$ cat src/hw/fxPkg.sv
`default_nettype none

package fxPkg;

	////////////////////////////////////////
	// Widths
	////////////////////////////////////////
	localparam int GPR_W = 64; // Architected GPR width
	localparam int NUM_GPR = 32; // GPR count
	localparam int REG_AW = 5; // Register number width
	localparam int IMM_W = 16; // D-form SI/UI field
	localparam int CR_W = 32; // Eight 4-bit CR fields
	localparam int INSTR_W = 32; // Instruction word
	localparam int APB_DW = 32; // APB data bus

	// Big-endian numbering, bit 0 is the MSB
	typedef logic [0:GPR_W-1] gprT;
	typedef logic [0:REG_AW-1] regAddrT;
	typedef logic [0:IMM_W-1] immT;
	typedef logic [0:CR_W-1] crT; // Field 0 leftmost, LT GT EQ SO
	typedef logic [0:INSTR_W-1] instrT;
	typedef logic [APB_DW-1:0] apbDataT; // Bus side keeps the usual order

	typedef enum logic [3:0] {
		opAddi,
		opAddis,
		opAddic,
		opAddicRc,
		opSubfic,
		opMulli,
		opAndi, // Record form only
		opAndis, // Record form only
		opOri,
		opOris,
		opXori,
		opXoris,
		opCmpi,
		opCmpli
	} fxOpT;

	////////////////////////////////////////
	// Primary opcodes, bits 0-5
	////////////////////////////////////////
	localparam logic [5:0] OPC_MULLI = 6'd7;
	localparam logic [5:0] OPC_SUBFIC = 6'd8;
	localparam logic [5:0] OPC_CMPLI = 6'd10;
	localparam logic [5:0] OPC_CMPI = 6'd11;
	localparam logic [5:0] OPC_ADDIC = 6'd12;
	localparam logic [5:0] OPC_ADDICRC = 6'd13;
	localparam logic [5:0] OPC_ADDI = 6'd14;
	localparam logic [5:0] OPC_ADDIS = 6'd15;
	localparam logic [5:0] OPC_ORI = 6'd24;
	localparam logic [5:0] OPC_ORIS = 6'd25;
	localparam logic [5:0] OPC_XORI = 6'd26;
	localparam logic [5:0] OPC_XORIS = 6'd27;
	localparam logic [5:0] OPC_ANDI = 6'd28;
	localparam logic [5:0] OPC_ANDIS = 6'd29;

	////////////////////////////////////////
	// APB register offsets
	////////////////////////////////////////
	localparam int unsigned ADDR_INSTR = 32'h000; // Write issues
	localparam int unsigned ADDR_CR = 32'h004; // Read only
	localparam int unsigned ADDR_XER = 32'h008; // CA in bit 0
	localparam int unsigned ADDR_GPR_BASE = 32'h100; // 8 bytes per GPR

endpackage

`default_nettype wire

$ cat src/hw/fxRegFile.sv
`timescale 1ns/1ps
`default_nettype none

module fxRegFile (
	input wire clock_i,
	input wire rstN_i,
	input wire fxPkg::regAddrT rdAddrA_i, // Execution operand
	input wire fxPkg::regAddrT rdAddrB_i, // Host readback
	output fxPkg::gprT rdDataA_o,
	output fxPkg::gprT rdDataB_o,
	input wire we_i,
	input wire fxPkg::regAddrT wrAddr_i,
	input wire fxPkg::gprT wrData_i
);
	import fxPkg::*;

	gprT regs [NUM_GPR]; // GPR0 is a real register

	////////////////////////////////////////
	// Write port
	////////////////////////////////////////
	always_ff @(posedge clock_i or negedge rstN_i) begin
		if (!rstN_i) begin
			for (int i = 0; i < NUM_GPR; i++) begin
				regs[i] <= '0; // Architected state starts at zero
			end
		end else if (we_i) begin
			regs[wrAddr_i] <= wrData_i;
		end
	end

	////////////////////////////////////////
	// Read ports
	////////////////////////////////////////
	// No bypass, the next access comes two cycles after issue
	assign rdDataA_o = regs[rdAddrA_i];
	assign rdDataB_o = regs[rdAddrB_i];

endmodule

`default_nettype wire

$ cat config.mk
export PLATFORM = sky130hd
export DESIGN_NAME = fxRegFile
export DESIGN_NICKNAME = d
export VERILOG_FILES = /design/src/hw/fxPkg.sv /design/src/hw/fxRegFile.sv
export SDC_FILE = /design/constraint.sdc
export NUM_CORES = 2
export LEC_CHECK = 0
export BUFFER_PORTS_ARGS = -buffer_cell sky130_fd_sc_hd__buf_2
export CAP_MARGIN = 5
export CELL_PAD_IN_SITES_DETAIL_PLACEMENT = 0
export CELL_PAD_IN_SITES_GLOBAL_PLACEMENT = 1
export CORE_ASPECT_RATIO = 1.25
export CORE_UTILIZATION = 54
export CTS_CLUSTER_DIAMETER = 50
export DETAILED_ROUTE_END_ITERATION = 8
export GPL_ROUTABILITY_DRIVEN = 1
export PLACE_DENSITY = 0.87
export SLEW_MARGIN = 10
export SYNTH_ARGS = -nofsm -noshare
export SYNTH_HDL_FRONTEND = slang
export SYNTH_SLANG_ARGS = --single-unit
$ cat constraint.sdc
create_clock -name clock_i -period 4.75 [get_ports clock_i]
set_clock_uncertainty 0.1 [all_clocks]
set_input_delay 0.2375 -clock clock_i [delete_from_list [all_inputs] [get_ports clock_i]]
set_output_delay 0.2375 -clock clock_i [all_outputs]
set_load 0.005 [all_outputs]
# [Yosys cells after proc, flatten, opt, wreduce, memory -nomap -nowiden]
# Index checks and enable logic that the tools add are counted.
# Widths: inputs -> output; s select.
[classes] n_addsub=0 n_mul=0 div_mod_pow=0 n_lt_le_gt_ge=4 n_eq_ne=0 n_shift=0 mux=9 bitwise_logic=3 reduce_logical=1
[op_table] cell="$bwmux 2048" count=1
[op_table] cell="$bmux 64 s5" count=2
[op_table] cell="$demux 64 s5" count=1
[op_table] cell="$mux 64" count=5
[op_table] cell="$ge 6x6->1 const B" count=3
[op_table] cell="$not 5->6" count=3
[op_table] cell="$lt 6x1->1 const B" count=1
[op_table] cell="$logic_and 1x1->1" count=1
[totals] reg_bits=2048 latchBits=0 ramBits=0 rom_bits=0 out_inout_bits=128 n_memories=0

# [Depth between registers and ports, before layout]
[depth] ltp_word=6 depth_mapped=10 mapped_depth_nobuf=4

# [Least setup slack after synthesis]
# OpenSTA, ideal clock, no wires.
[synth_timing] path_kind="input -> output" from="in rdAddrA_i[0]" to="out rdDataA_o[14]" t_arrival_ns=2.172 t_required_ns=4.413 path_slack_ns=2.240 stages=5 n_path_buf=2 cell_sequence="buf_4 buf_1 mux4_2 mux4_2 mux2_2"
[synth_via] elab_chain_cells=4
[synth_rtl] element="from (decl)" line_no="fxRegFile.sv:7" rtl="input wire fxPkg::regAddrT rdAddrA_i,"
[synth_rtl] element="$not 5->6 (implied by the code)" line_no="fxRegFile.sv:36" rtl="assign rdDataA_o = regs[rdAddrA_i];"
[synth_rtl] element="$bmux 64 s5" line_no="fxRegFile.sv:36"
[synth_rtl] element="$mux 64 (implied by the code) (2 in a row)" line_no="fxRegFile.sv:36"
[synth_rtl] element="to (decl)" line_no="fxRegFile.sv:9" rtl="output fxPkg::gprT rdDataA_o,"
# Every way passes these cells. The select of a mux whose other input is x is not followed.

# [Worst setup path in the final report]
[layout_timing] from="in rdAddrA_i[0]" to="out rdDataA_o[34]"
# The elaborated chain is that of the path after synthesis.

==> results.yml <==
outcome:
  status: "complete, no violations"
yosys:
  ys_seq_elements: 2048
  synth_cell_types: 38
  syn-mean-instance-area_um2: 16.58
  yosysSeqAreaShare_pct: 47.34
  ys_async_sr_fraction_pct: 100.0
  synth_edf_count: 0
  synth_flop_cell: "dfrtp_1"
  yosysWarnings: 0
  synth_nets: 6610
  syn_area_mm2: 0.1083
  netlist_instances: 6528
timing:
  tightest_slew_ns: 1.301
  min_period_ns: 3.480
  hold_viol_final: 0
  drv_slew: 0
  slew_headroom_pct: 13.09
  fin_crit_sh_pct: 73.26
  fin_tns_setup_ns: 0
  fmax_mhz: 287.4
  timing.hold.ws_ns: 0.06643
  grt_setup_unrepaired: "false"
  setup_viol_count_final: 0
grt:
  grt_max_degree: 188
  grt_pass1_wl_mm: 472.6
  antenna_found_initial: 22
  grt_pass1_vias: 69080
  overflow: 0
  grt_use_met3_pct: 6.665
  track_usage_pct: 31.85
  use_met1_pct: 43.86
  top_usage_layer: "met2"
  grtUsageMet2_pct: 50.52
place:
  dp.cells: 8820
  place_congestion: 0.8176
  numPortBuffers: 209
  hpwl_mm: 178.0
cts:
  clockBufferDepth: 3
  cts.sinks: 2048
  cts_buffers: 202
  clk_latency_ns: 0.86
  cts_tree: "yes"
  cts-root-buf: "clkbuf_16"
  h-tree-depth: 4
  clkTransAtPathRegs_ns: 0.06
  post_cts_resize_count: 0
drt:
  drtIter0Drc: 6782
  postRouteAntennaNets: 0
  via_per_inst: 7.126
  drc: 0
  wl_per_cell_um: 34.25
  wirelength_mm: 317.4
  dr.pass1.iters: 5
  num_vias: 66040
cells_and_area:
  reg_top3: "regs: 2048 flops"
  syn_to_final_growth_pct: 10.91
  regMostFlops: "regs"
  fin_cells: 9267
  drive_above_1_share_pct: 58.95
  largest_reg_flops: 2048
  fin_nets: 6582
critical_path:
  end_kind: "primary output"
  required_ns: 4.41
  rr_endpoint: "regs[1174]"
  rr_worst_depth: 1
  start_kind: "input pin"
  rrSetupSlack_ns: 3.82
  r2r_start: "regs[1174]"
  path_max_fanout: 55
  crit_type: "in -> out"
  arrival_ns: 3.14
die:
  die_w_um: 402.5
  die_h_um: 502.6
  core_area_mm2: 0.1990
  rows: 183
  initial_utilization_pct: 54.41
  io_pins: 210
  die_area_mm2: 0.2023
min_path:
  hp-class: "in -> async"
pwr:
  powerDensity_mw_per_mm2: 425.2
  ir_drop_mv: 0.4681
  p_leak_nw: 51.96
job:
  drv_cap: 0
-- Yosys cell counts, types with 36 or more instances --
master    instances  area share [%]
buf_1            36            0.12
mux2_1          220             2.3
mux4_2         1154              24
dfrtp_1        2048              47
a221oi_1         43            0.35
mux2i_1         145             1.3
mux2_2         1983              21
nand2_1          50            0.17
buf_4            43            0.30
o22ai_1          41            0.24
buf_2           173            0.80
clkbuf_1        454             1.6
-- placed cells by master (no fill, tap or decap), drive strengths merged, types with 17 or more instances in the layout --
cell / n
a21oi: 22
dfrtp: 2048
nor2: 28
mux2i: 145
bufinv: 17
a221oi: 43
dlygate4sd3: 65
clkbuf: 291
mux2: 2203
nand2: 50
clkinv: 48
buf: 416
mux4: 1154
o22ai: 41
-- critical path, stage by stage --
cell and delay [ns]:
buf_8 0.60, buf_4 0.43, mux4_2 0.28, mux2_2 0.14
o22ai_1 0.07, a221oi_1 0.96, buf_2 0.28
-- what timing repair did --
item                                    in CTS  in global routing
hold endpoints to repair                  3357                  0
endpoints found under the setup margin       0                  0
hold buffers                                66                  0
setup buffers                                0                  0
-- routing by layer --
| layer | vias up | routed length [µm] | share of wire (%) |
|---|---|---|---|
| met2 | 3229 | 153100 | 48 |
| met3 | 693 | 27200 | 8.6 |
| met5 | - | 130 | 0.041 |
| li1 | 25590 | - | - |
| met1 | 36510 | 125200 | 39 |
| met4 | 20 | 11740 | 3.7 |
-- logic make-up after synthesis --
logic type	after synthesis	share of synthesized area, %
AOI/OAI and AO/OA	152	1.044
buffers and inverters	715	2.877
DFF	2048	47.34
and+or+nand+nor	111	0.4808
muxes	3502	48.26
-- final cells by class --
class / count / area, µm²
tap: 2590 / 3241
clock inverter: 83 / 1049
timing repair buffer: 481 / 4389
inverter: 2 / 11.26
fill: 14350 / 78900
clock buffer: 291 / 5953
multi-input combinational: 3765 / 54170
antenna: 7 / 17.52
sequential: 2048 / 51250
-- where the power goes --
| part | switching, W | internal [W] |
|---|---|---|
| clock network | 0.00719 | 0.00967 |
| logic | 0.00394 | 0.00681 |
| registers | 0.00258 | 0.0209 |
| total | 0.0137 | 0.0373 |
-- worst max-delay path by stage --
stage	cells past startpoint	startpoint	end	slack (ns)
floorplan	5	rdAddrA_i[0]	rdDataA_o[14]	2.24
global placement	7	rdAddrB_i[0]	rdDataB_o[43]	1.41
detailed placement	7	rdAddrA_i[0]	rdDataA_o[34]	1.43
CTS	7	rdAddrA_i[0]	rdDataA_o[34]	1.43
global route	7	rdAddrA_i[0]	rdDataA_o[34]	1.24
finish	7	rdAddrA_i[0]	rdDataA_o[34]	1.27
-- stage by stage --
stage | util [%] | area [µm²] | total power, W | setup WS [ns]
4_1_cts | 60.34 | 120100 | 0.05113 | 1.427
3_3_place_gp | 56.48 | 112400 | 0.03365 | 1.413
6_report | 60.35 | 120100 | 0.05105 | 1.270
3_5_place_dp | 56.48 | 112400 | 0.03431 | 1.430
2_1_floorplan | - | 108300 | 0.03091 | 2.240
5_1_grt | 60.34 | 120100 | 0.05296 | 1.240
(Power assumes the default switching activity.)
