==> config.mk <==
export PLATFORM = sky130hd
export DESIGN_NAME = fxApbSlave
export DESIGN_NICKNAME = d
export VERILOG_FILES = /design/src/hw/fxPkg.sv /design/src/hw/fxApbSlave.sv
export SDC_FILE = /design/constraint.sdc
export NUM_CORES = 1
export LEC_CHECK = 0
export ABC_AREA = 1
export BUFFER_PORTS_ARGS = -buffer_cell sky130_fd_sc_hd__buf_2
export CAP_MARGIN = 40
export CORE_AREA = 5 5 135 137
export DETAILED_ROUTE_END_ITERATION = 10
export DIE_AREA = 0 0 140 142
export GPL_TIMING_DRIVEN = 0
export PLACE_DENSITY_LB_ADDON = 0.08
export SLEW_MARGIN = 20
export SYNTH_ARGS = -nofsm -noshare
export SYNTH_HDL_FRONTEND = slang
export SYNTH_SLANG_ARGS = --single-unit
==> constraint.sdc <==
create_clock -name clock_i -period 4.85 [get_ports clock_i]
set_input_delay 0 -clock clock_i [delete_from_list [all_inputs] [get_ports clock_i]]
set_output_delay 0 -clock clock_i [all_outputs]
set_load 0.005 [all_outputs]
==> src/hw/fxPkg.sv <==
`default_nettype none

package fxPkg;

	////////////////////////////////////////
	// Widths
	////////////////////////////////////////
	localparam int GPR_W = 64; // Architected GPR width
	localparam int NUM_GPR = 32; // GPR count
	localparam int REG_AW = 5; // Register number width
	localparam int IMM_W = 16; // D-form SI/UI field
	localparam int CR_W = 32; // Eight 4-bit CR fields
	localparam int INSTR_W = 32; // Instruction word
	localparam int APB_DW = 32; // APB data bus

	// Big-endian numbering, bit 0 is the MSB
	typedef logic [0:GPR_W-1] gprT;
	typedef logic [0:REG_AW-1] regAddrT;
	typedef logic [0:IMM_W-1] immT;
	typedef logic [0:CR_W-1] crT; // Field 0 leftmost, LT GT EQ SO
	typedef logic [0:INSTR_W-1] instrT;
	typedef logic [APB_DW-1:0] apbDataT; // Bus side keeps the usual order

	typedef enum logic [3:0] {
		opAddi,
		opAddis,
		opAddic,
		opAddicRc,
		opSubfic,
		opMulli,
		opAndi, // Record form only
		opAndis, // Record form only
		opOri,
		opOris,
		opXori,
		opXoris,
		opCmpi,
		opCmpli
	} fxOpT;

	////////////////////////////////////////
	// Primary opcodes, bits 0-5
	////////////////////////////////////////
	localparam logic [5:0] OPC_MULLI = 6'd7;
	localparam logic [5:0] OPC_SUBFIC = 6'd8;
	localparam logic [5:0] OPC_CMPLI = 6'd10;
	localparam logic [5:0] OPC_CMPI = 6'd11;
	localparam logic [5:0] OPC_ADDIC = 6'd12;
	localparam logic [5:0] OPC_ADDICRC = 6'd13;
	localparam logic [5:0] OPC_ADDI = 6'd14;
	localparam logic [5:0] OPC_ADDIS = 6'd15;
	localparam logic [5:0] OPC_ORI = 6'd24;
	localparam logic [5:0] OPC_ORIS = 6'd25;
	localparam logic [5:0] OPC_XORI = 6'd26;
	localparam logic [5:0] OPC_XORIS = 6'd27;
	localparam logic [5:0] OPC_ANDI = 6'd28;
	localparam logic [5:0] OPC_ANDIS = 6'd29;

	////////////////////////////////////////
	// APB register offsets
	////////////////////////////////////////
	localparam int unsigned ADDR_INSTR = 32'h000; // Write issues
	localparam int unsigned ADDR_CR = 32'h004; // Read only
	localparam int unsigned ADDR_XER = 32'h008; // CA in bit 0
	localparam int unsigned ADDR_GPR_BASE = 32'h100; // 8 bytes per GPR

endpackage

`default_nettype wire

==> src/hw/fxApbSlave.sv <==
`timescale 1ns/1ps
`default_nettype none

module fxApbSlave #(
	parameter int ADDR_W = 12 // At least 9 for the GPR window
) (
	input wire clock_i,
	input wire rstN_i,
	input wire [ADDR_W-1:0] paddr_i,
	input wire psel_i,
	input wire penable_i,
	input wire pwrite_i,
	input wire fxPkg::apbDataT pwdata_i,
	output fxPkg::apbDataT prdata_o,
	output logic pready_o,
	output logic pslverr_o,
	input wire illegal_i,
	input wire fxPkg::crT cr_i,
	input wire ca_i,
	input wire fxPkg::gprT hostRdData_i,
	input wire wbValid_i,
	input wire fxPkg::regAddrT wbAddr_i,
	input wire fxPkg::gprT wbData_i,
	output fxPkg::instrT instr_o,
	output logic issue_o,
	output fxPkg::regAddrT hostRdAddr_o,
	output logic rfWe_o,
	output fxPkg::regAddrT rfWrAddr_o,
	output fxPkg::gprT rfWrData_o
);
	import fxPkg::*;

	logic wrAccess; // Access phase write
	logic isInstr;
	logic isCr;
	logic isXer;
	logic isGpr; // 0x100-0x1FF window
	logic hiWord; // Offset +4 in the GPR pair
	logic hostWe;
	apbDataT loStage; // Low half awaiting commit

	////////////////////////////////////////
	// Address decode
	////////////////////////////////////////
	assign wrAccess = psel_i && penable_i && pwrite_i;
	assign isInstr = paddr_i == ADDR_W'(ADDR_INSTR);
	assign isCr = paddr_i == ADDR_W'(ADDR_CR);
	assign isXer = paddr_i == ADDR_W'(ADDR_XER);
	assign isGpr = paddr_i[ADDR_W-1:8] == (ADDR_W-8)'(ADDR_GPR_BASE >> 8);
	assign hiWord = paddr_i[2];
	assign hostRdAddr_o = paddr_i[7:3]; // GPR n at base + 8n

	assign pready_o = 1'b1; // No wait states
	assign instr_o = pwdata_i; // Decoder looks at the bus directly
	assign issue_o = wrAccess && isInstr && !illegal_i;
	assign pslverr_o = wrAccess && isInstr && illegal_i; // Rejected, no issue

	////////////////////////////////////////
	// Read mux
	////////////////////////////////////////
	always_comb begin
		prdata_o = '0;
		if (isCr) begin
			prdata_o = cr_i;
		end else if (isXer) begin
			prdata_o = {{(APB_DW-1){1'b0}}, ca_i};
		end else if (isGpr) begin
			prdata_o = hiWord ? hostRdData_i[0:31] : hostRdData_i[32:63];
		end
	end

	////////////////////////////////////////
	// GPR load
	////////////////////////////////////////
	always_ff @(posedge clock_i) begin
		if (wrAccess && isGpr && !hiWord) begin
			loStage <= pwdata_i;
		end
	end

	assign hostWe = wrAccess && isGpr && hiWord; // Commit both halves

	// Unit writeback first, never coincides with an access
	assign rfWe_o = wbValid_i || hostWe;
	assign rfWrAddr_o = wbValid_i ? wbAddr_i : hostRdAddr_o;
	assign rfWrData_o = wbValid_i ? wbData_i : {pwdata_i, loStage};

endmodule

`default_nettype wire

=== Yosys cells after proc, flatten, opt, wreduce, memory -nomap -nowiden ===
Cells that the tools add are included.

* Register bits after elaboration: 32
* Output and inout port bits: 142
* Word-level logic and storage cells: 22

* Equality and inequality tests: 3
* Muxes and demuxes: 6
* Reduce and logical (&&, ||, !) cells: 12

{| class="wikitable"
|+ Operators with widths
! kind !! count
|-
| two-way mux 32 bit || 4
|-
| two-way mux 64 bit || 1
|-
| == test 12 x 3 -> 1 bit (second input constant) || 1
|-
| == test 12 x 4 -> 1 bit (second input constant) || 1
|-
| logical NOT 12 bit || 1
|-
| logical AND 1 bit || 8
|-
| two-way mux 5 bit || 1
|-
| == test 4 x 1 -> 1 bit (second input constant) || 1
|-
| logical NOT 1 bit || 2
|-
| logical OR 1 bit || 1
|}

=== Logic depth before layout (Yosys ltp) ===
Gate-level depths: netlist of the first run.

* Depth in word-level cells: 5
* Depth in mapped cells: 8
* Mapped depth without buffers: 6

=== Worst setup path before layout of the first run ===
Ideal clock, no wire load.

* Kind: in2reg
* Start point: input port paddr_i[2]
* End point: register loStage[0] (enable)
* Setup time: 421 ps
* Arrival: 1702 ps
* Data required time: 4429 ps
* Setup slack: 2727 ps
* Stages on the path: 3
* Cells stage by stage: buf_6 clkbuf_1 nor2_1

* Word-level cells in the longest chain between the ends: 2

{| class="wikitable"
|+ Ends and longest elaborated chain
! item !! line !! text
|-
| start: declaration || fxApbSlave.sv:9 || <nowiki>input wire [ADDR_W-1:0] paddr_i,</nowiki>
|-
| logical NOT 1 bit || fxApbSlave.sv:76 || <nowiki>if (wrAccess && isGpr && !hiWord) begin</nowiki>
|-
| logical AND 1 bit || fxApbSlave.sv:76 ||
|-
| end signal: assignment || fxApbSlave.sv:77 || <nowiki>loStage <= pwdata_i;</nowiki>
|-
| end: declaration || fxApbSlave.sv:40 || <nowiki>apbDataT loStage;</nowiki>
|}

Every way passes these cells.
A chain may end at the register's enable or synchronous reset.

=== Worst setup path in the final report of the first run ===
* Start point: input port paddr_i[11]
* End point: output port prdata_o[31]

* Word-level cells in the longest chain between the ends: 4

{| class="wikitable"
|+ Ends and longest elaborated chain
! item !! line !! text
|-
| == test 4 x 1 -> 1 bit || fxApbSlave.sv:49 || <nowiki>assign isGpr = paddr_i[ADDR_W-1:8] == (ADDR_W-8)'(ADDR_GPR_BASE >> 8);</nowiki>
|-
| two-way mux 32 bit || fxApbSlave.sv:67 || <nowiki>end else if (isGpr) begin</nowiki>
|-
| two-way mux 32 bit || fxApbSlave.sv:65 || <nowiki>end else if (isXer) begin</nowiki>
|-
| two-way mux 32 bit * || fxApbSlave.sv:63 || <nowiki>if (isCr) begin</nowiki>
|-
| end: declaration || fxApbSlave.sv:14 || <nowiki>output fxPkg::apbDataT prdata_o,</nowiki>
|}

Mark *: on every way between the ends. The rest lies on a longest branch, timed or not.

==> impl_metrics.ini, run 1 <==
[finish]
final_net_count = 1145
area_delta_synth_final_pct = 77.44
top_regs = loStage: 32 flops
largest_register_ffs = 32
final_core_util = 0.3446
final_area_mm2 = 0.005837
drive_above_1_share = 0.4876
antenna_cells = 0
regMostFlops = loStage

[worst_hold_path]
hold_end = issue_o
holdPathStages = 3
min_path_type = input port to output port
min_from = illegal_i

[setup_path]
worstPathCellList = buf_2 > nor2_1 > nand2_1 > inv_1 > buf_4 > nand3_2 > nand2_1 > buf_2
critical-path-slowest-cell = buf_4
critPathMaxFanout = 10
critPathLaunchType = input port
critPathArrivalTime_ns = 1.17
cp_num_cells = 8
cp-startpoint = paddr_i[11]
critical_path_class = input port to output port
crit_path_max_incr_delay_ns = 0.26
crit_path_end_kind = output port
timing.critical_path.buf_inv = 4
crit_family = buffers and inverters
worstPathRequired_ns = 4.85

[grt]
globalRouteOverflowTotal = 0
antenna_found_initial = 0
grt_pass1_wl_mm = 25.76
grt_max_degree = 21
grt_usage = 0.1631
grt_pass1_vias = 4728

[synthesis]
yosysMostFrequentCell = nand2_1
yosys_warnings = 0
ys_types = 22
synth_top_cells_by_area = nand2_1 (42%), edfxtp_1 (29%), buf_4 (9.4%), nand3_2 (9.1%), clkbuf_1 (1.8%)
synth-edff-count = 32
async_reset_ff_frac = 0
ys_top_cells_by_count = nand2_1 (365), buf_4 (41), edfxtp_1 (32)
synth_fp_nets = 751
synth_ff_type = edfxtp_1
yosysSeqAreaShare = 0.2921
avgSynthCellArea_um2 = 6.160
syn_inst = 534
synthesis.area_mm2 = 0.003289
synth-seq-cells = 32
synth.top_cell.area_share = 0.4165
synth_top_cell_by_area = nand2_1

[floorplan]
rows = 48
start_util = 0.1942
die_h_um = 142
num_io_pins = 359
die_w_um = 140
die_area_mm2 = 0.01988
core-area_mm2 = 0.01694

[sta]
rsz0062_at_grt = false
clock.fmax_mhz = 857.1
maxSlewViolCount = 0
fin_setup_tns_ns = 0
hold_viol = 0
post-route-period-util = 0.2405
setup_viol = 0
period_needed_ns = 1.167
worst_slew_pin_slew_ns = 0.6010
maxSlewHeadroom = 0.5993

[detailed_routing]
wl_per_cell_um = 14.72
drtIter0Drc = 132
routed_wl_mm = 16.99
drtAntennaViolNets = 0
first_pass_iters = 6
route.detailed.drc = 0
routed_via_density = 3.932
route.vias.total = 4537

[placed_design]
globalplace.congestion = 0.7885
io_buffers = 354
hpwl_mm = 14.27
place_area_mm2 = 0.005378

[clock_tree]
cts_root_buffer = clkbuf_16
clock-sinks = 32
clk_path_buf_depth = 2
cts_tree = done
numCtsBuffers = 5
htreeDepth = 2
cts_setup_buffers = 0

[power]
powerDensity_mw_per_mm2 = 160.1
p_leak_nw = 3.501
ir_worst_vdd_v = 0.0001010

[outcome]
status = complete, no violations

[flow_run]
maxCapViolCount = 0
-- area by class of cell --
cell class / count / area [µm²]
Fill cell: 1917 / 11100
Timing Repair Buffer: 387 / 2120
Multi-Input combinational cell: 425 / 1839
Sequential cell: 32 / 960.9
Buffer: 69 / 464.2
Tap cell: 225 / 281.5
Clock buffer: 5 / 125.1
Inverter: 8 / 32.53
Clock inverter: 3 / 13.76
-- where the power goes --
| group | total (W) | internal [W] | switching, W |
|---|---|---|---|
| Combinational | 0.000332 | 0.000172 | 0.000160 |
| Clock | 0.000297 | 0.000186 | 0.000111 |
| Sequential | 0.000306 | 0.000306 | 0.000000221 |
-- how the worst max path moves through the flow --
stage	endpoint
floorplan	loStage[0]
global placement	loStage[5]
detailed placement	loStage[6]
CTS	loStage[16]
global route	rfWrData_o[56]
finish	prdata_o[31]
-- cell families after synthesis --
logic type | Yosys count | synth area share
AOI/OAI and AO/OA | 3 | 0.005326
other | 1 | 0.001140
buffers and inverters | 77 | 0.1510
and+or+nand+nor | 421 | 0.5504
DFF | 32 | 0.2921
-- timing repair --
action                     4_1_cts  5_1_grt
hold buffers                    32        0
hold endpoints to repair        32        0
setup endpoints to repair        0        0
gates resized for setup          0        0
-- worst min-delay path: stages --
cell and delay [ns]:
buf_2 0.09, nor2_1 0.05, buf_2 0.12
-- metrics by stage --
stage / setup WS (ns) / total power, W / std cells / hold WS [ns]
3_3_place_gp: 1.653 / 0.0006284 / 1113 / 0.2139
2_1_floorplan: 2.727 / 0.0004383 / 534 / 0.03110
6_report: 3.683 / 0.0009343 / 1154 / 0.2570
3_5_place_dp: 3.343 / 0.0006293 / 1114 / 0.2164
5_1_grt: 3.549 / 0.001000 / 1154 / 0.2788
4_1_cts: 3.630 / 0.0009540 / 1154 / 0.2638
-- routing by layer --
metal / wire length [µm] / track usage
met2: 8915 / 0.3102
met4: 322 / 0.04233
met1: 6331 / 0.1787
met3: 1417 / 0.04469
met5: 0 / 0
-- layout by cell type, fill, tap and decap left out --
master,synthesis,layout
nand2_2,1,1
nand3_1,6,6
o21ai_0,2,2
buf_2,8,362
nand3_2,30,30
dlygate4sd3_1,0,32
inv_4,1,1
buf_4,41,41
buf_8,3,3
edfxtp_1,32,32
or2_2,1,1
clkbuf_16,0,5
nor2_4,1,2
o211ai_1,1,1
inv_1,6,6
clkinv_2,0,2
nor2_1,14,13
nand3b_1,1,1
buf_6,1,1
nand2_1,365,365
clkinv_1,0,1
nor2_8,1,1
conb_1,1,1
nor2_2,1,1
inv_2,1,1
buf_16,0,1
clkbuf_1,16,16
Note: power is estimated with default switching activity, not from simulation.
==> inputs of run 2 (changes only) <==
- ABC_AREA: 1 -> 0
- clock period: 4.85 -> 0.95 ns (I/O delays scaled with it)
==> impl_metrics.ini, run 2 <==
[setup_path]
cp-startpoint = paddr_i[9]
crit_path_end_kind = output port
critical-path-slowest-cell = or4b_4
timing.critical_path.buf_inv = 3
crit_family = simple AND/OR/NAND/NOR gates
critPathLaunchType = input port
critical_path_class = input port to output port
worstPathCellList = buf_6 > or4b_4 > nor2_4 > buf_6 > a22o_1 > a21o_1 > buf_2
crit_top_cell = buf_6
worstPathRequired_ns = 0.95
critPathMaxFanout = 10
crit_path_max_incr_delay_ns = 0.60
critPathArrivalTime_ns = 1.42

[power]
p_leak_nw = 3.192
total_power_w = 0.004710
powerDensity_mw_per_mm2 = 815.1
ir_worst_vdd_v = 0.0005045

[clock_tree]
clk_path_buf_depth = 2
htreeDepth = 2
cts_root_buffer = clkbuf_16
cts_tree = done
clock-sinks = 32
numCtsBuffers = 5

[sta]
hold_viol = 0
setup_viol = 99
period_needed_ns = 1.419
rsz0062_at_grt = true
post-route-period-util = 1.493
setup_ws_ns = -0.4687
maxSlewViolCount = 0
fin_setup_tns_ns = -30.11
clock.fmax_mhz = 704.8
whs_ns = 0.2603

[floorplan]
core-area_mm2 = 0.01694
die_h_um = 142
num_io_pins = 359
start_util = 0.1652
rows = 48
die_w_um = 140
die_area_mm2 = 0.01988

[worst_hold_path]
min_path_type = input port to output port
hold_end = prdata_o[29]
holdPathStages = 3
min_from = cr_i[29]

[synthesis]
syn_inst = 240
synthesis.area_mm2 = 0.002798
yosysSeqAreaShare = 0.3435
avgSynthCellArea_um2 = 11.66
synth_top_cells_by_area = edfxtp_1 (34%), mux2_2 (28%), buf_4 (10%), a22o_1 (9.7%), a21o_1 (8.3%)
async_reset_ff_frac = 0
synth.top_cell.area_share = 0.3435
synth_top_cell_by_area = edfxtp_1
yosys_warnings = 0
synth_fp_nets = 457
synth-seq-cells = 32
ys_types = 24
synth_ff_type = edfxtp_1
ys_top_cells_by_count = mux2_2 (69), buf_4 (38), edfxtp_1 (32)
yosysMostFrequentCell = mux2_2
synth-edff-count = 32

[grt]
grt_usage = 0.1360
globalRouteOverflowTotal = 0
grt_pass1_vias = 3735
antenna_found_initial = 0
grt_pass1_wl_mm = 21.12
grt_max_degree = 14

[finish]
layout_common_cells = buf_2 (332), mux2_2 (62), buf_4 (49), buf_6 (33)
fillCellCount = 1793
area_delta_synth_final_pct = 106.5
regMostFlops = loStage
layout_commonest_cell = buf_2
final_net_count = 865
largest_register_ffs = 32
top_regs = loStage: 32 flops
antenna_cells = 0
drive_above_1_share = 0.7901
final_area_mm2 = 0.005778

[outcome]
status = finished, violations left
violations = setup timing

[detailed_routing]
first_pass_iters = 4
drtAntennaViolNets = 0
route.detailed.drc = 0
drtIter0Drc = 86
routed_wl_mm = 14.70
routed_via_density = 4.017
route.vias.total = 3507
wl_per_cell_um = 16.84

[flow_run]
maxCapViolCount = 0

[placed_design]
hpwl_mm = 12.59
io_buffers = 355
globalplace.congestion = 0.9635
place_area_mm2 = 0.004893
==> run 2: cell count changes after synthesis, sizes merged, moves of 2 or more <==
cell | before | now
buf | 53 | 47
mux2 | 0 | 69
nor3 | 0 | 4
nand2 | 366 | 0
nand3 | 36 | 2
inv | 8 | 2
nor4 | 0 | 3
a22o | 0 | 31
o21ai | 2 | 0
a21o | 0 | 31
nor2 | 17 | 3
clkbuf | 16 | 8
==> run 2: cell families after synthesis <==
| group | count (synthesis) | synth area share |
|---|---|---|
| multiplexers | 70 | 0.2813 |
| AO/OA/AOI/OAI | 64 | 0.1869 |
| buffers and inverters | 57 | 0.1449 |
| flip-flops | 32 | 0.3435 |
| AND/OR/NAND/NOR | 16 | 0.04204 |
| other | 1 | 0.001340 |
==> run 2: timing repair <==
item                                   CTS  global route
hold buffers                            32             0
buffers inserted                         8             3
resized for setup                       58            17
pin swaps                               10             4
endpoints found under the hold margin   32             0
setup endpoints to repair              136            99
gates cloned                             2             0
==> run 2: stage by stage <==
step	setup slack [ns]	utilization	cells
floorplan	-0.9238	-	240
global placement	-1.566	0.2874	820
detailed placement	-1.133	0.2889	822
CTS	-0.5157	0.3352	871
global route	-0.5496	0.3412	873
finish	-0.4687	0.3412	873
==> run 2: report_power, final <==
group	internal (W)	switching (W)	total [W]
clock network	0.000952	0.000583	0.00154
registers	0.00156	0.00000128	0.00156
logic	0.00103	0.000583	0.00161
total	0.00354	0.00117	0.00471
==> run 2: how the worst max path moves through the flow <==
stage                    to  depth (start not counted)
2_1_floorplan    loStage[0]                          2
3_3_place_gp     loStage[1]                          3
3_5_place_dp     loStage[1]                          5
4_1_cts        prdata_o[27]                          7
5_1_grt        prdata_o[20]                          7
6_report        prdata_o[6]                          7
==> run 2: metal layers <==
layer / global-route usage / share of wire / up-vias
met5: 0 / 0 / -
met4: 0.03570 / 0.016 / 0
met3: 0.04335 / 0.097 / 12
met2: 0.2636 / 0.53 / 213
met1: 0.1413 / 0.36 / 1587
li1: - / - / 1695
==> run 2: final cells by class <==
cell class	instances	area, µm²	share of cell area
Clock buffer	6	128.9	0.02230
Clock inverter	1	5.005	0.0008662
Multi-Input combinational cell	151	1541	0.2668
Inverter	2	7.507	0.001299
Sequential cell	32	960.9	0.1663
Buffer	55	475.5	0.08229
Timing Repair Buffer	401	2377	0.4114
Tap cell	225	281.5	0.04872
==> inputs of run 3 (changes only) <==
- CORE_AREA: 5 5 135 137 -> 5 5 138 140
- DIE_AREA: 0 0 140 142 -> 0 0 143 145
- GPL_ROUTABILITY_DRIVEN: not set -> 0
- clock period: 0.95 -> 1.7 ns (I/O delays scaled with it)
==> impl_metrics.ini, run 3 (synthesis gave the netlist of run 2 again) <==
[sta]
fin_setup_tns_ns = 0
worst_slew_pin_slew_ns = 0.7108
clock.fmax_mhz = 655.8
rsz0062_at_grt = false
hold_viol = 0
post-route-period-util = 0.8969
whs_ns = 0.2350
maxSlewViolCount = 0
setup_viol = 0
period_needed_ns = 1.525
maxSlewHeadroom = 0.5261
setup_ws_ns = 0.1753

[detailed_routing]
wl_per_cell_um = 16.14
drtAntennaViolNets = 0
routed_wl_mm = 14.06
routed_via_density = 3.980
drtIter0Drc = 46
first_pass_iters = 4
route.detailed.drc = 0
route.vias.total = 3467

[worst_hold_path]
hold_end = issue_o
min_from = illegal_i
holdPathStages = 3
min_path_type = input port to output port

[grt]
globalRouteOverflowTotal = 0
grt_usage = 0.1276
antenna_found_initial = 1
grt_pass1_wl_mm = 20.53
grt_pass1_vias = 3788
grt_max_degree = 16

[outcome]
status = complete, no violations

[finish]
top_regs = loStage: 32 flops
fillCellCount = 1900
regMostFlops = loStage
drive_above_1_share = 0.7660
layout_commonest_cell = buf_2
final_area_mm2 = 0.005433
layout_common_cells = buf_2 (358), mux2_2 (69), buf_4 (42), dlygate4sd3_1 (32), edfxtp_1 (32)
largest_register_ffs = 32
final_net_count = 857
area_delta_synth_final_pct = 94.19

[floorplan]
die_h_um = 145
die_w_um = 143
num_io_pins = 359
die_area_mm2 = 0.02074
rows = 49
start_util = 0.1579
core-area_mm2 = 0.01772

[flow_run]
maxCapViolCount = 0

[power]
powerDensity_mw_per_mm2 = 505.1
p_leak_nw = 3.025
ir_worst_vdd_v = 0.0003777

[clock_tree]
htreeDepth = 2
cts_root_buffer = clkbuf_16
numCtsBuffers = 5
clk_path_buf_depth = 2
clock-sinks = 32
cts_tree = done

[setup_path]
crit_path_end_kind = output port
critPathLaunchType = input port
worstPathRequired_ns = 1.70
critical_path_class = input port to output port
critPathArrivalTime_ns = 1.52
critPathMaxFanout = 10

[placed_design]
hpwl_mm = 12.04
place_ws_ns = -0.3051
place_area_mm2 = 0.004898
io_buffers = 355
-- run 3: worst max-delay path by stage --
stage,start,end,cells after the start
2_1_floorplan,paddr_i[11],loStage[0],2
3_3_place_gp,paddr_i[11],loStage[15],3
3_5_place_dp,paddr_i[11],loStage[18],4
4_1_cts,paddr_i[6],pslverr_o,6
5_1_grt,paddr_i[6],pslverr_o,6
6_report,paddr_i[6],prdata_o[18],7
-- run 3: per-stage QoR --
step | util | instances | power (W)
4_1_cts | 0.3061 | 870 | 0.002798
2_1_floorplan | - | 240 | 0.001187
5_1_grt | 0.3066 | 871 | 0.002892
3_3_place_gp | 0.2750 | 824 | 0.001670
3_5_place_dp | 0.2765 | 826 | 0.001668
6_report | 0.3066 | 871 | 0.002744
-- run 3: what timing repair did --
| item | CTS | global route |
|---|---|---|
| resized for setup | 2 | 1 |
| pin swaps | 1 | 0 |
| hold endpoints to repair | 32 | 0 |
| setup buffers | 4 | 0 |
| hold buffers | 32 | 0 |
| endpoints found under the setup margin | 33 | 14 |
-- run 3: critical path: stages --
cell and delay, ns:
buf_2 0.11, nor4_1 0.30, nand3_1 0.30, nor3_4 0.26, buf_2 0.26, a21o_1 0.16
buf_2 0.11
-- run 3: where the power goes --
part	leakage (nW)	switching, W	internal (W)	total (W)
registers	0.288	0.000000613	0.000871	0.000872
clock network	0.0808	0.000356	0.000689	0.00105
logic	2.66	0.000309	0.000518	0.000827
total	3.03	0.000666	0.00208	0.00274
-- run 3: layout make-up --
cell class	instances	area [µm²]	area share
Timing Repair Buffer	393	2153	0.3964
Multi-Input combinational cell	151	1460	0.2688
Sequential cell	32	960.9	0.1769
Buffer	55	397.9	0.07324
Tap cell	229	286.5	0.05274
Clock buffer	6	128.9	0.02372
Clock inverter	2	35.03	0.006449
Inverter	2	7.507	0.001382
Antenna cell	1	2.502	0.0004606
-- run 3: per-layer routing --
layer / global-route usage / wire length [µm] / part of all wire
met1: 0.1226 / 4691 / 0.33
met2: 0.2472 / 7515 / 0.53
met3: 0.04409 / 1583 / 0.11
met4: 0.04325 / 270 / 0.019
met5: 0 / 0 / 0
