--- config.mk ---
export PLATFORM = sky130hd
export DESIGN_NAME = fxDecode
export DESIGN_NICKNAME = d
export VERILOG_FILES = /design/src/hw/fxPkg.sv /design/src/hw/fxDecode.sv
export SDC_FILE = /design/constraint.sdc
export NUM_CORES = 1
export LEC_CHECK = 0
export BUFFER_PORTS_ARGS = -buffer_cell sky130_fd_sc_hd__buf_2
export CORE_MARGIN = 5
export CORE_UTILIZATION = 28
export DETAILED_ROUTE_END_ITERATION = 8
export PLACE_DENSITY = 0.81
export SETUP_SLACK_MARGIN = 0.3
export SKIP_LAST_GASP = 1
export SYNTH_ARGS = -nofsm -noshare
export SYNTH_HDL_FRONTEND = slang
export SYNTH_SLANG_ARGS = --single-unit
--- constraint.sdc ---
create_clock -name vclk -period 1.3
set_input_delay 0.13 -clock vclk [all_inputs]
set_output_delay 0.13 -clock vclk [all_outputs]
set_load 0.03 [all_outputs]
--- src/hw/fxPkg.sv ---
`default_nettype none

package fxPkg;

	////////////////////////////////////////
	// Widths
	////////////////////////////////////////
	localparam int GPR_W = 64; // Architected GPR width
	localparam int NUM_GPR = 32; // GPR count
	localparam int REG_AW = 5; // Register number width
	localparam int IMM_W = 16; // D-form SI/UI field
	localparam int CR_W = 32; // Eight 4-bit CR fields
	localparam int INSTR_W = 32; // Instruction word
	localparam int APB_DW = 32; // APB data bus

	// Big-endian numbering, bit 0 is the MSB
	typedef logic [0:GPR_W-1] gprT;
	typedef logic [0:REG_AW-1] regAddrT;
	typedef logic [0:IMM_W-1] immT;
	typedef logic [0:CR_W-1] crT; // Field 0 leftmost, LT GT EQ SO
	typedef logic [0:INSTR_W-1] instrT;
	typedef logic [APB_DW-1:0] apbDataT; // Bus side keeps the usual order

	typedef enum logic [3:0] {
		opAddi,
		opAddis,
		opAddic,
		opAddicRc,
		opSubfic,
		opMulli,
		opAndi, // Record form only
		opAndis, // Record form only
		opOri,
		opOris,
		opXori,
		opXoris,
		opCmpi,
		opCmpli
	} fxOpT;

	////////////////////////////////////////
	// Primary opcodes, bits 0-5
	////////////////////////////////////////
	localparam logic [5:0] OPC_MULLI = 6'd7;
	localparam logic [5:0] OPC_SUBFIC = 6'd8;
	localparam logic [5:0] OPC_CMPLI = 6'd10;
	localparam logic [5:0] OPC_CMPI = 6'd11;
	localparam logic [5:0] OPC_ADDIC = 6'd12;
	localparam logic [5:0] OPC_ADDICRC = 6'd13;
	localparam logic [5:0] OPC_ADDI = 6'd14;
	localparam logic [5:0] OPC_ADDIS = 6'd15;
	localparam logic [5:0] OPC_ORI = 6'd24;
	localparam logic [5:0] OPC_ORIS = 6'd25;
	localparam logic [5:0] OPC_XORI = 6'd26;
	localparam logic [5:0] OPC_XORIS = 6'd27;
	localparam logic [5:0] OPC_ANDI = 6'd28;
	localparam logic [5:0] OPC_ANDIS = 6'd29;

	////////////////////////////////////////
	// APB register offsets
	////////////////////////////////////////
	localparam int unsigned ADDR_INSTR = 32'h000; // Write issues
	localparam int unsigned ADDR_CR = 32'h004; // Read only
	localparam int unsigned ADDR_XER = 32'h008; // CA in bit 0
	localparam int unsigned ADDR_GPR_BASE = 32'h100; // 8 bytes per GPR

endpackage

`default_nettype wire

--- src/hw/fxDecode.sv ---
`timescale 1ns/1ps
`default_nettype none

module fxDecode (
	input wire fxPkg::instrT instr_i,
	output fxPkg::fxOpT op_o,
	output fxPkg::regAddrT rt_o,
	output fxPkg::regAddrT ra_o,
	output fxPkg::immT imm_o,
	output logic [2:0] bf_o,
	output logic lBit_o,
	output logic illegal_o
);
	import fxPkg::*;

	logic [5:0] primOp; // Primary opcode
	logic logical; // RS in bits 6-10, RA is the target

	assign primOp = instr_i[0:5];
	assign imm_o = instr_i[16:31]; // SI or UI
	assign bf_o = instr_i[6:8]; // Compare target field
	assign lBit_o = instr_i[10]; // 1 selects 64-bit compare

	always_comb begin
		op_o = opAddi; // Don't care when illegal
		illegal_o = 1'b0;
		logical = 1'b0;
		case (primOp)
			OPC_ADDI: op_o = opAddi;
			OPC_ADDIS: op_o = opAddis;
			OPC_ADDIC: op_o = opAddic;
			OPC_ADDICRC: op_o = opAddicRc;
			OPC_SUBFIC: op_o = opSubfic;
			OPC_MULLI: op_o = opMulli;
			OPC_CMPI: op_o = opCmpi;
			OPC_CMPLI: op_o = opCmpli;
			OPC_ORI: begin
				op_o = opOri;
				logical = 1'b1;
			end
			OPC_ORIS: begin
				op_o = opOris;
				logical = 1'b1;
			end
			OPC_XORI: begin
				op_o = opXori;
				logical = 1'b1;
			end
			OPC_XORIS: begin
				op_o = opXoris;
				logical = 1'b1;
			end
			OPC_ANDI: begin
				op_o = opAndi;
				logical = 1'b1;
			end
			OPC_ANDIS: begin
				op_o = opAndis;
				logical = 1'b1;
			end
			default: illegal_o = 1'b1; // Belongs to another unit
		endcase
	end

	// Logical forms swap source and target fields
	assign rt_o = logical ? instr_i[11:15] : instr_i[6:10];
	assign ra_o = logical ? instr_i[6:10] : instr_i[11:15];

endmodule

`default_nettype wire

# Yosys cells after proc, flatten, opt, wreduce, memory -nomap -nowiden
# Index checks and enable logic that the tools add are counted.
[word_totals] wordCells=21 out_inout_bits=35 inputBits=32 register_bits=0
[classes] reduce_logical=2 muxes=5 n_eq_ne=14
[op_table] operator="$pmux 4 s13" n=1
[op_table] operator="$eq 6x4->1 const B" n=7
[op_table] operator="$eq 6x5->1 const B" n=6
[op_table] operator="$reduce_or 14->1" n=1
[op_table] operator="$mux 5" n=2
[op_table] operator="$eq 6x3->1 const B" n=1
[op_table] operator="$reduce_or 6->1" n=1
[op_table] operator="$mux 1" n=2

# Logic depth before layout (Yosys ltp)
# Gate-level depths: netlist of the first run.
[logic_depth] depth_word=4 mapped_depth=4 mapped_depth_nobuf=3

# Least setup slack after synthesis of the first run
# No wires, ideal clock.
[synth_path] kind="in2out" from="input instr_i[28]" to="output op_o[2]" required_ns=1.170 path_buffers=1 path_stages=4 arrival_time_ns=1.435 slack_ns=-0.265 path_cell_list="buf_2 -> or3b_2 -> a31o_2 -> a21oi_1"
[synth_via] elab_chain_cells=2 elab_cells_between_ends=14 cone_classes="13 x eq/ne; 1 x mux"
[synth_rtl] item="start, declared" line_no="fxDecode.sv:5" source="input wire fxPkg::instrT instr_i,"
[synth_rtl] item="$eq 6x5->1 (tied with other cells)" line_no="fxDecode.sv:28" source="case (primOp)"
[synth_rtl] item="$pmux 4 s13 *" line_no="fxDecode.sv:28"
[synth_rtl] item="end, declared" line_no="fxDecode.sv:6" source="output fxPkg::fxOpT op_o,"
# Every way passes the cells marked *; elsewhere a longest branch is shown, timed or not.

# Final worst setup path of the first run
[layout_path] from="input instr_i[31]" to="output ra_o[4]"
[layout_via] elab_chain_cells=4 elab_cells_between_ends=9 cone_classes="6 x eq/ne; 2 x mux; 1 x reduce/logical"
[layout_rtl] item="$eq 6x5->1" line_no="fxDecode.sv:28"
[layout_rtl] item="$reduce_or 6->1 (no line) *"
[layout_rtl] item="$mux 1 *" line_no="fxDecode.sv:28"
[layout_rtl] item="$mux 5 *" line_no="fxDecode.sv:67" source="assign ra_o = logical ? instr_i[6:10] : instr_i[11:15];"
[layout_rtl] item="end, declared" line_no="fxDecode.sv:8" source="output fxPkg::regAddrT ra_o,"
# Marked as above.

==> results list, run 1 <==
- Result of the run: finished, violations left
* Violated checks: setup timing
- DRC violation count after routing: 0
* Critical path destination: ra_o[4]
* Leak: between 0.4 and 0.5 nW
- In the global route stage, overall resource usage came out at between 10% and 20%.
* Ranking of synthesized cells by area: sky130_fd_sc_hd__buf_4 34%, sky130_fd_sc_hd__mux2_2 25%, sky130_fd_sc_hd__a211oi_4 4.5%
- The detailed router finished its first iteration with 10 violations.
- Most frequent cell after synthesis: sky130_fd_sc_hd__buf_4
- In the final routed layout, each cell accounts on average for between 15 and 20 um.
* Number of library cell types mapped by synthesis: 24
* Measured slew at the worst slew-check pin: about 0.31 ns
- Worst setup startpoint: instr_i[31]
* Wire length of the first global-routing pass: approximately 2.9 mm
* Number of antenna violations at the first check in global routing: 0
- Footprint of the flip-flops and latches: 0 um2
* Power per standard cell area: 411 mW/mm2
- Final design utilization: between 60% and 70%
* Worst-case setup slack after placement: -0.142 ns
- Sequential cells placed in the final layout were counted as 0.
* Layout cells sized above 1: about nine tenths
* Post-layout instance area: slightly above 900 um2
- Cell-by-cell listing of the critical path: buf_6, nand2b_4, a211oi_4, buf_4, buf_12, mux2_4, buf_6
- Commonest cells in the netlist: 20 x sky130_fd_sc_hd__buf_4, 10 x sky130_fd_sc_hd__mux2_2, 3 x sky130_fd_sc_hd__a21oi_1, 3 x sky130_fd_sc_hd__nor2_1
- Type of the tightest min-delay check: in -> out
- Number of nets in the finished design: around 120
* Share of the yosys chip area belonging to registers: 0%
* Combined buffer and inverter count along the critical path: 4
* Post-synth top area share: between 30% and 40%
- The final route contains 511 vias.
* Max-cap violation count: 0
- Counting stages on the worst path, the most repeated cell is sky130_fd_sc_hd__buf_6.
- In this run the horizontal extent of the chip is about 50 um.
* Placed Instance Area: 606 um2
- After layout, the worst path uses 108% of the clock period.
* Drt total wl: 1.86 mm
- For this run, the number of Yosys warnings is 0.
- The worst pin sits at a relative slew slack of between 70 and 80%.
- The initial utilization of the core area, before any placement, comes to ~29%.
- Counting the clock-network buffers in the layout gives 0.
- In this design, the largest share of critical-path delay is due to buffers and inverters.
* Worst-case setup margin in the final layout: -0.105 ns
* Worst path max stage delay: 0.31 ns
* Final Hold Vio Count: 0
- Synthesized area per cell: between 7 and 8 um2
- Start-to-end type of the worst setup path: in -> out
- Data required time of the worst path: 1.17 ns
- The HPWL after detailed placement is about 1.2 mm.
- Entering global routing, the biggest net connects 9 pins.
- For this run, the number of standard cells in the final layout without fillers is 101.
* Final critical-path required period: about 1.4 ns
- Slowest cell on crit path: sky130_fd_sc_hd__mux2_4
* Number of port buffers: 35
* Arrival @ worst endpoint: about 1.3 ns
* Worst vdd rail ir drop: 0.248 mV
- Die footprint: roughly 0.0025 mm2
- Counting buffers and inverters, the worst setup path is 7 cells deep.
- Antenna fix cells: 0
- STA classifies the critical path startpoint as a primary input.
- Netlist area before placement: 444 um2
- Post-synthesis cell type with the largest combined area: sky130_fd_sc_hd__buf_4
- Setup repair after global routing missed its margin: yes
- Static timing analysis puts the maximum clock frequency at slightly above 700 MHz.
- Largest fanout of any net on the critical path: 5
- After floorplanning, the core was divided into 14 placement rows.
- The congestion estimate from routability-driven global placement came to approximately 0.78.
- After detailed routing, the number of vias per cell comes to 5.06.
* FILL cells: between 100 and 150
- The design draws 0.381 mW.
- In this run the vertical extent of the chip is between 40 and 50 um.
- Total count of max-transition violations in the final report: 0
- Grt ovf: 0
* Vias in the first global route: roughly 600
- 67 I/O pins were placed.
* Gate count after technology mapping: between 50 and 60
- Final setup fails: 10
* Placed instance count: between 90 and 100
- Counting every net in the synthesized netlist gives 90.
* Type of destination of the critical path: output pin
* Detailed-routing iteration count for the pre-antenna-repair pass: 4
- After floorplanning, the core was sized to cover about 0.0015 mm2.
- Compared with the post-synthesis result, the final layout area differs by 109%.
* Post-route ant nets: 0
metrics by stage:
stage	TNS [ns]	hold WS, ns
floorplan	-0.179	0.295
global placement	-1.10	0.260
detailed placement	-1.31	0.260
CTS	-0.720	0.260
global route	-1.05	0.260
finish	-0.873	0.260
layout make-up:
type,count,area [um2],share of cell area (%)
Timing Repair Buffer,50,473,50.9
Multi-Input combinational cell,34,432,46.5
Inverter,1,3.75,0.404
Tap cell,16,20.0,2.16
power breakdown:
group          internal, mW  leakage (nW)  switching (mW)
Combinational         0.192         0.424           0.189
Clock                     0             0               0
Sequential                0             0               0
per-layer routing:
metal	global-route usage (%)	up-vias	routed length [um]
li1	-	238	-
met3	3.92	0	185
met1	13.8	241	632
met2	27.8	32	1050
met5	0	-	0
met4	3.49	0	0
cell usage in the layout, fill, tap and decap left out, drive strengths merged:
master and instances:
buf 50, mux2 10, nor2 3, a21oi 3
nor2b 2, nand2 2, nand2b 1, nor3 1
nand3 1, or3b 1, nand4b 1, nand3b 1
a31o 1, inv 1, a211oi 1, nor3b 1
o211ai 1, o2bb2ai 1, a21boi 1, a311oi 1
o21ai 1
how the worst min path moves through the flow:
| stage | startpoint | endpoint | slack (ns) | cells past startpoint |
|---|---|---|---|---|
| CTS | instr_i[13] | imm_o[13] | 0.26 | 0 |
| detailed placement | instr_i[13] | imm_o[13] | 0.26 | 0 |
| global placement | instr_i[13] | imm_o[13] | 0.26 | 0 |
| global route | instr_i[2] | imm_o[2] | 0.26 | 0 |
| floorplan | instr_i[31] | op_o[2] | 0.30 | 1 |
| finish | instr_i[2] | imm_o[2] | 0.26 | 0 |
kinds of logic (layout without fill, tap and decap cells):
group / after synthesis / after routing / share of synthesized area, %
AOI/OAI and AO/OA: 10 / 10 / 18.3
muxes: 10 / 10 / 25.4
buffers and inverters: 24 / 51 / 37.7
and+or+nand+nor: 14 / 14 / 18.6
what timing repair did:
| action | 4_1_cts | 5_1_grt |
|---|---|---|
| resized for setup | 54 | 16 |
| setup endpoints to repair | 15 | 15 |
| hold endpoints to repair | 0 | 0 |
| gates cloned | 2 | 0 |
| hold buffers | 0 | 0 |
| setup buffers | 2 | 2 |
| pin swaps | 7 | 4 |
Note: power is estimated with default switching activity, not from simulation.
==> inputs of run 2 (changes only) <==
--- a/config.mk
+++ b/config.mk
@@ -6,6 +6,7 @@
 export NUM_CORES = 1
 export LEC_CHECK = 0
 export BUFFER_PORTS_ARGS = -buffer_cell sky130_fd_sc_hd__buf_2
+export CORE_ASPECT_RATIO = 1.1
 export CORE_MARGIN = 5
 export CORE_UTILIZATION = 28
 export DETAILED_ROUTE_END_ITERATION = 8
==> constraint.sdc (replaced) <==
create_clock -name vclk -period 1.2
set_input_delay 0.12 -clock vclk [all_inputs]
set_output_delay 0.12 -clock vclk [all_outputs]
set_load 0.03 [all_outputs]
==> run 2 against run 1 <==
The flow still finishes with violations (setup timing). Non-clock buffer count up 3. Utilization increased by 0.89 points. Count of clock-buffer cells in the layout stayed put. Global-route usage is 0.58 points higher. First-iteration DRC count fell by 90%. Sequential cell count unchanged. Via count rose by 2.5%. Power is 11% higher. Worst setup slack lost 0.089 ns. Final cell count up 4.0%. Routed wire length down 1.2%. Design area rose by 3.6%. Highest routed layer is now met4.
==> results list, run 2 (same netlist as run 1, synthesis figures left out) <==
* Leak: ~0.45 nW
- Footprint of the flip-flops and latches: 0 um2
- Routability-driven placement finished with a final weighted congestion of between 0.7 and 0.8.
- Startpoint Class: primary input
- Average vias per placed instance: around 5
- The most numerous cell type found on the critical path is sky130_fd_sc_hd__buf_6.
- Layout cells sized above 1: roughly nine tenths
- During I/O placement, the number of pins put on the boundary was 67.
- In this run the core area contains 15 standard-cell rows.
- In this run the worst path has a maximum fanout of 5.
- After filler insertion, the fill cell instance count of the layout stands at 120.
- Start-to-end type of the worst setup path: in -> out
* Slowest cell on crit path: sky130_fd_sc_hd__mux2_4
- The final count of hold timing violations is 0.
- Number of nets in the finished design: around 120
- Total count of max-transition violations in the final report: 0
* Wire length of the first global-routing pass: approximately 2.7 mm
- Violated checks: setup timing
* Switching Power: 0.203 mW
* Final sequential cell count: 0
- Number of antenna violations at the first check in global routing: 0
- The repair_antennas step left the layout with diodes totalling 0.
- After detailed routing, the total wire length is 1.84 mm.
- The clock network accounts for 0% of the total power.
- The worst-case IR drop observed on VDD is ~0.22 mV.
* Placed Instance Area: 612 um2
* Measured slew at the worst slew-check pin: 0.288 ns
* Initial cell density of the core: slightly below 30%
* Final critical-path required period: roughly 1.4 ns
* HPWL after DPL: around 1.0 mm
* Worst-case setup slack after placement: -0.219 ns
- The count of nets left with antenna violations once routing finished came out at 0.
- Arrival @ worst endpoint: between 1 and 1.5 ns
- DRC violation count after routing: 0
- Gate power share: 100.0%
- STA classifies the critical path endpoint as an output pin.
* Worst path max stage delay: approximately 0.30 ns
* Detailed-routing iteration count for the pre-antenna-repair pass: 2
- The number of hold buffers added after CTS was 0.
- In this run, the number of DRC markers left after iteration 0 of detailed routing was 1.
- Net switching is between 40% and 50% of the power.
- Static timing analysis puts the maximum clock frequency at just over 700 MHz.
- The number of global-route vias before repair is approximately 570.
- The tool flagged a number of max-cap violations equal to 0.
- Setup violations remaining at the end of the flow were counted as 11.
- Worst-case setup margin in the final layout: -0.194 ns
* Result of the run: finished, violations left
- The top cell types in the final layout, fill and taps aside, are 24 x sky130_fd_sc_hd__buf_6, 15 x sky130_fd_sc_hd__buf_2, 10 x sky130_fd_sc_hd__mux2_4.
* Most frequent standard cell in the layout excluding fill and tap cells: sky130_fd_sc_hd__buf_6
- Total via count after detailed routing: roughly 520
* Setup repair after global routing missed its margin: yes
- Post-layout instance area: slightly below 0.001 mm2
- Global routing finished with a remaining overflow of 0.
- Sequential share of power: 0%
* Floorplan die height: about 52 um
- Std-Cell Core Area: 0.00154 mm2
* Die footprint: around 0.0025 mm2
* Final worst path period share: 116%
* Internal power contribution: 0.219 mW
* Worst setup startpoint: instr_i[31]
- In this run the power density over the cells is about 440 mW/mm2.
- In the final routed layout, each cell accounts on average for about 18 um.
* Maximum number of pins on one net before global-route repair: 10
- Number of port buffers: 35
- Hold slack: between 0.2 and 0.25 ns
- Critical path destination: ra_o[4]
- Traced cell by cell, the critical path runs through buf_6, nand2b_4, a211oi_4, buf_4, buf_12, mux2_4, buf_6.
* Relative slew slack: 80.7%
- Data required time of the worst path: between 1 and 1.5 ns
* Clock tree buffer count of the final layout: 0
- Measured along the x axis, the die boundary spans roughly 48 um.
* Gr usage total: 14.6%
- Relative to the synthesized area, the layout overhead comes to 117%.
* Type of the tightest min-delay check: in -> out
==> run 2: through the flow <==
step	utilization [%]	setup TNS [ns]	total power, mW	cells
3_5_place_dp	39.8	-2.44	0.276	96
4_1_cts	57.8	-1.55	0.386	101
6_report	62.5	-1.88	0.421	105
2_1_floorplan	-	-0.935	0.287	58
3_3_place_gp	39.8	-2.15	0.271	96
5_1_grt	62.5	-2.11	0.443	105
==> run 2: worst min path at each step <==
| stage | from | end | slack, ns | cells past startpoint |
|---|---|---|---|---|
| final | instr_i[10] | imm_o[10] | 0.24 | 0 |
| after global routing | instr_i[15] | imm_o[15] | 0.24 | 0 |
| after CTS | instr_i[14] | imm_o[14] | 0.24 | 0 |
| after detailed placement | instr_i[14] | imm_o[14] | 0.24 | 0 |
| after global placement | instr_i[14] | imm_o[14] | 0.24 | 0 |
| after floorplan | instr_i[31] | op_o[2] | 0.28 | 1 |
==> run 2: cell type report <==
| class | instances | area [um2] | share of cell area [%] |
|---|---|---|---|
| tap | 17 | 21.3 | 2.21 |
| multi-input combinational | 34 | 417 | 43.3 |
| timing repair buffer | 53 | 520 | 54.1 |
| inverter | 1 | 3.75 | 0.390 |
==> run 2: per-layer routing <==
metal  part of all wire [%]  global-route usage, %
met1                     29                   14.4
met2                     60                   28.9
met3                     10                   4.15
met4                   0.54                   1.79
met5                      0                      0
==> run 2: worst max-delay path: cells and delay by family <==
kind / cells / cell delay [ns]
compound gates: 1 / 0.20
buf+inv: 4 / 0.50
mux: 1 / 0.30
simple gates: 1 / 0.14
==> run 2: repair_timing <==
action / 4_1_cts / 5_1_grt
setup endpoints to repair: 15 / 15
resized for setup: 61 / 7
pin swaps: 7 / 4
buffers inserted: 4 / 3
gates cloned: 1 / 1
==> run 2: power by group through the flow <==
stage / Clock (mW) / Combinational, mW / Sequential (mW)
global placement: 0 / 0.271 / 0
CTS: 0 / 0.386 / 0
floorplan: 0 / 0.287 / 0
global route: 0 / 0.443 / 0
finish: 0 / 0.421 / 0
detailed placement: 0 / 0.276 / 0
==> inputs of run 3 (changes only) <==
--- a/config.mk
+++ b/config.mk
@@ -5,9 +5,8 @@
 export SDC_FILE = /design/constraint.sdc
 export NUM_CORES = 1
 export LEC_CHECK = 0
-export BUFFER_PORTS_ARGS = -buffer_cell sky130_fd_sc_hd__buf_2
+export BUFFER_PORTS_ARGS = -buffer_cell sky130_fd_sc_hd__clkbuf_2
 export CORE_ASPECT_RATIO = 1.1
-export CORE_MARGIN = 5
 export CORE_UTILIZATION = 28
 export DETAILED_ROUTE_END_ITERATION = 8
 export PLACE_DENSITY = 0.81
==> run 3 against run 2 <==
The run still ends with setup timing left. Utilization up 11 points. Worst setup slack better by 0.039 ns. Combinational power up 9.3%. First-iteration DRC count rose to 7.0 times the previous value. Count of clock-buffer cells in the layout unchanged. Largest power group unchanged. Routed wire length down 1.1%. Via count up 4.8%. Largest cell class unchanged. Sequential share of layout area unchanged. Sequential cell count unchanged. Die area down 30%. Design area up 7.9%. Worst hold slack about the same.
==> results list, run 3 (same netlist as run 1, synthesis figures left out) <==
- Result of the run: finished, violations left
* Violated checks: setup timing
* DRC violation count after routing: 0
- Along the worst path, the maximum fanout reaches 5.
- Footprint of the flip-flops and latches: 0 um2
- Final critical-path required period: roughly 1.4 ns
* Final sequential cell count: 0
* Final Hold Vio Count: 0
* Total count of max-transition violations in the final report: 0
- Boundary pin count: 67
* Placed Instance Area: approximately 630 um2
* Wire length of the first global-routing pass: roughly 2.6 mm
- Met1 usage: roughly a quarter
* Gr usage total: 21.3%
- The initialized floorplan defines 14 standard-cell rows.
- In the final layout, the multi-input gates occupy 442 um2.
- For the worst setup path, the data required time is about 1.1 ns.
- Total Neg Setup Slack: -1.50 ns
- Routability-driven placement finished with a final weighted congestion of ~0.74.
* Worst vdd rail ir drop: between 0.2 and 0.3 mV
- Buffers placed on the I/O ports in this run total 35.
- Switching Power: ~0.22 mW
- After global routing, the most crowded layer is met2.
* Number of antenna violations at the first check in global routing: 0
- Die footprint: approximately 0.0017 mm2
* Clock tree buffer count of the final layout: 0
- Gate power share: 100.0%
* Initial cell density of the core: 31.3%
* Start-to-end type of the worst setup path: in -> out
- The finished cells cover 0.00104 mm2.
- FILL cells: between 70 and 80
- Worst path max stage delay: around 0.31 ns
- Final design utilization: approximately three quarters
* Hold depth: 0
- Number of nets in the finished design: 125
- The share of total power dissipated in the clock network is 0%.
- The number of antenna diodes in the final layout is 0.
- Hold slack: between 0.2 and 0.25 ns
* Leak: between 0.4 and 0.5 nW
- Detailed-routing iteration count for the pre-antenna-repair pass: 4
- The internal power of the cells totals approximately 0.24 mW.
* Initial DRC Count: 7
- HPWL after DPL: 874 um
* Power per standard cell area: between 400 and 500 mW/mm2
* Relative slew slack: a little over 80%
- Sequential share of power: 0%
* Cell-by-cell listing of the critical path: buf_6, nand2b_4, a211oi_4, buf_6, mux2_4, clkbuf_8
- Entering global routing, the biggest net connects 9 pins.
- Commonest cells after routing, fill and taps aside: 16 x sky130_fd_sc_hd__clkbuf_2, 14 x sky130_fd_sc_hd__buf_8, 12 x sky130_fd_sc_hd__buf_6
* Std-Cell Core Area: between 0.001 and 0.0015 mm2
* Design Power: roughly 0.46 mW
- Type of the tightest min-delay check: in -> out
- Slowest cell on crit path: sky130_fd_sc_hd__mux2_4
- The number of global-route vias before repair came to roughly 570.
* Arrival @ worst endpoint: 1.24 ns
- Met3 layer usage reported by global route: a little over 5%
- Area delta synth->final: 134%
- GR Util met2: between 30% and 40%
- After detailed placement, the design holds a cell count of 99.
- Using the TritonRoute via totals, the vias-per-cell ratio works out to 5.13.
- Final worst path period share: 113%
* Drt total wl: 1.82 mm
- Of the cells placed in the final design, the portion with a size suffix greater than 1 is just over 90%.
- Once detail routing completed, the nets flagged for antenna violations numbered 0.
* Grt ovf: 0
- Most frequent standard cell in the layout excluding fill and tap cells: sky130_fd_sc_hd__clkbuf_2
* Setup repair after global routing missed its margin: yes
- STA classifies the critical path endpoint as an output pin.
- The routed layout has 549 vias.
- STA classifies the critical path startpoint as a primary input.
- Max-cap violation count: 0
* Most repeated library cell on the critical path: sky130_fd_sc_hd__buf_6
* Sw frac: around 47%
* Achievable frequency: between 700 and 800 MHz
- In this run the vertical extent of the chip is roughly 44 um.
* Measured slew at the worst slew-check pin: ~0.29 ns
* Worst-case setup slack after placement: -0.185 ns
- Once routing completed, OpenROAD measured the worst setup slack at -0.156 ns.
* Final setup fails: 12
* Routed wire per std cell: 17.0 um
- The die is ~40 um wide.
- Filler-free cell count of the finished design: ~110
[run 3: worst max-delay path, delay by kind of cell]
| family | cells | cell delay, ns |
|---|---|---|
| compound gates | 1 | 0.22 |
| buf+inv | 3 | 0.44 |
| simple gates | 1 | 0.14 |
| mux | 1 | 0.31 |
[run 3: path summary, 6_finish.rpt]
kind               startpoint   endpoint  slack, ns
hold / removal    instr_i[10]  imm_o[10]       0.24
setup / recovery  instr_i[31]    ra_o[2]      -0.16
[run 3: cell type report]
class | count | area share (%)
Inverter | 1 | 0.361
Multi-Input combinational cell | 34 | 42.5
Timing Repair Buffer | 56 | 55.2
Tap cell | 16 | 1.93
[run 3: routing by layer]
layer,wire length (um),share of wire [%],vias to the layer above
met3,195,11,2
met4,25,1.4,0
li1,-,-,250
met2,934,51,40
met5,0,0,-
met1,664,36,257
[run 3: what timing repair did]
| item | in CTS | in global routing |
|---|---|---|
| hold buffers | 0 | 0 |
| buffers inserted | 5 | 3 |
| pin swaps | 10 | 4 |
| endpoints found under the setup margin | 15 | 15 |
| gates resized for setup | 68 | 21 |
[run 3: power by group through the flow]
stage	registers, mW	logic, mW	clock network, mW
after floorplan	0	0.287	0
after global placement	0	0.276	0
after detailed placement	0	0.280	0
after CTS	0	0.408	0
after global routing	0	0.478	0
final	0	0.460	0
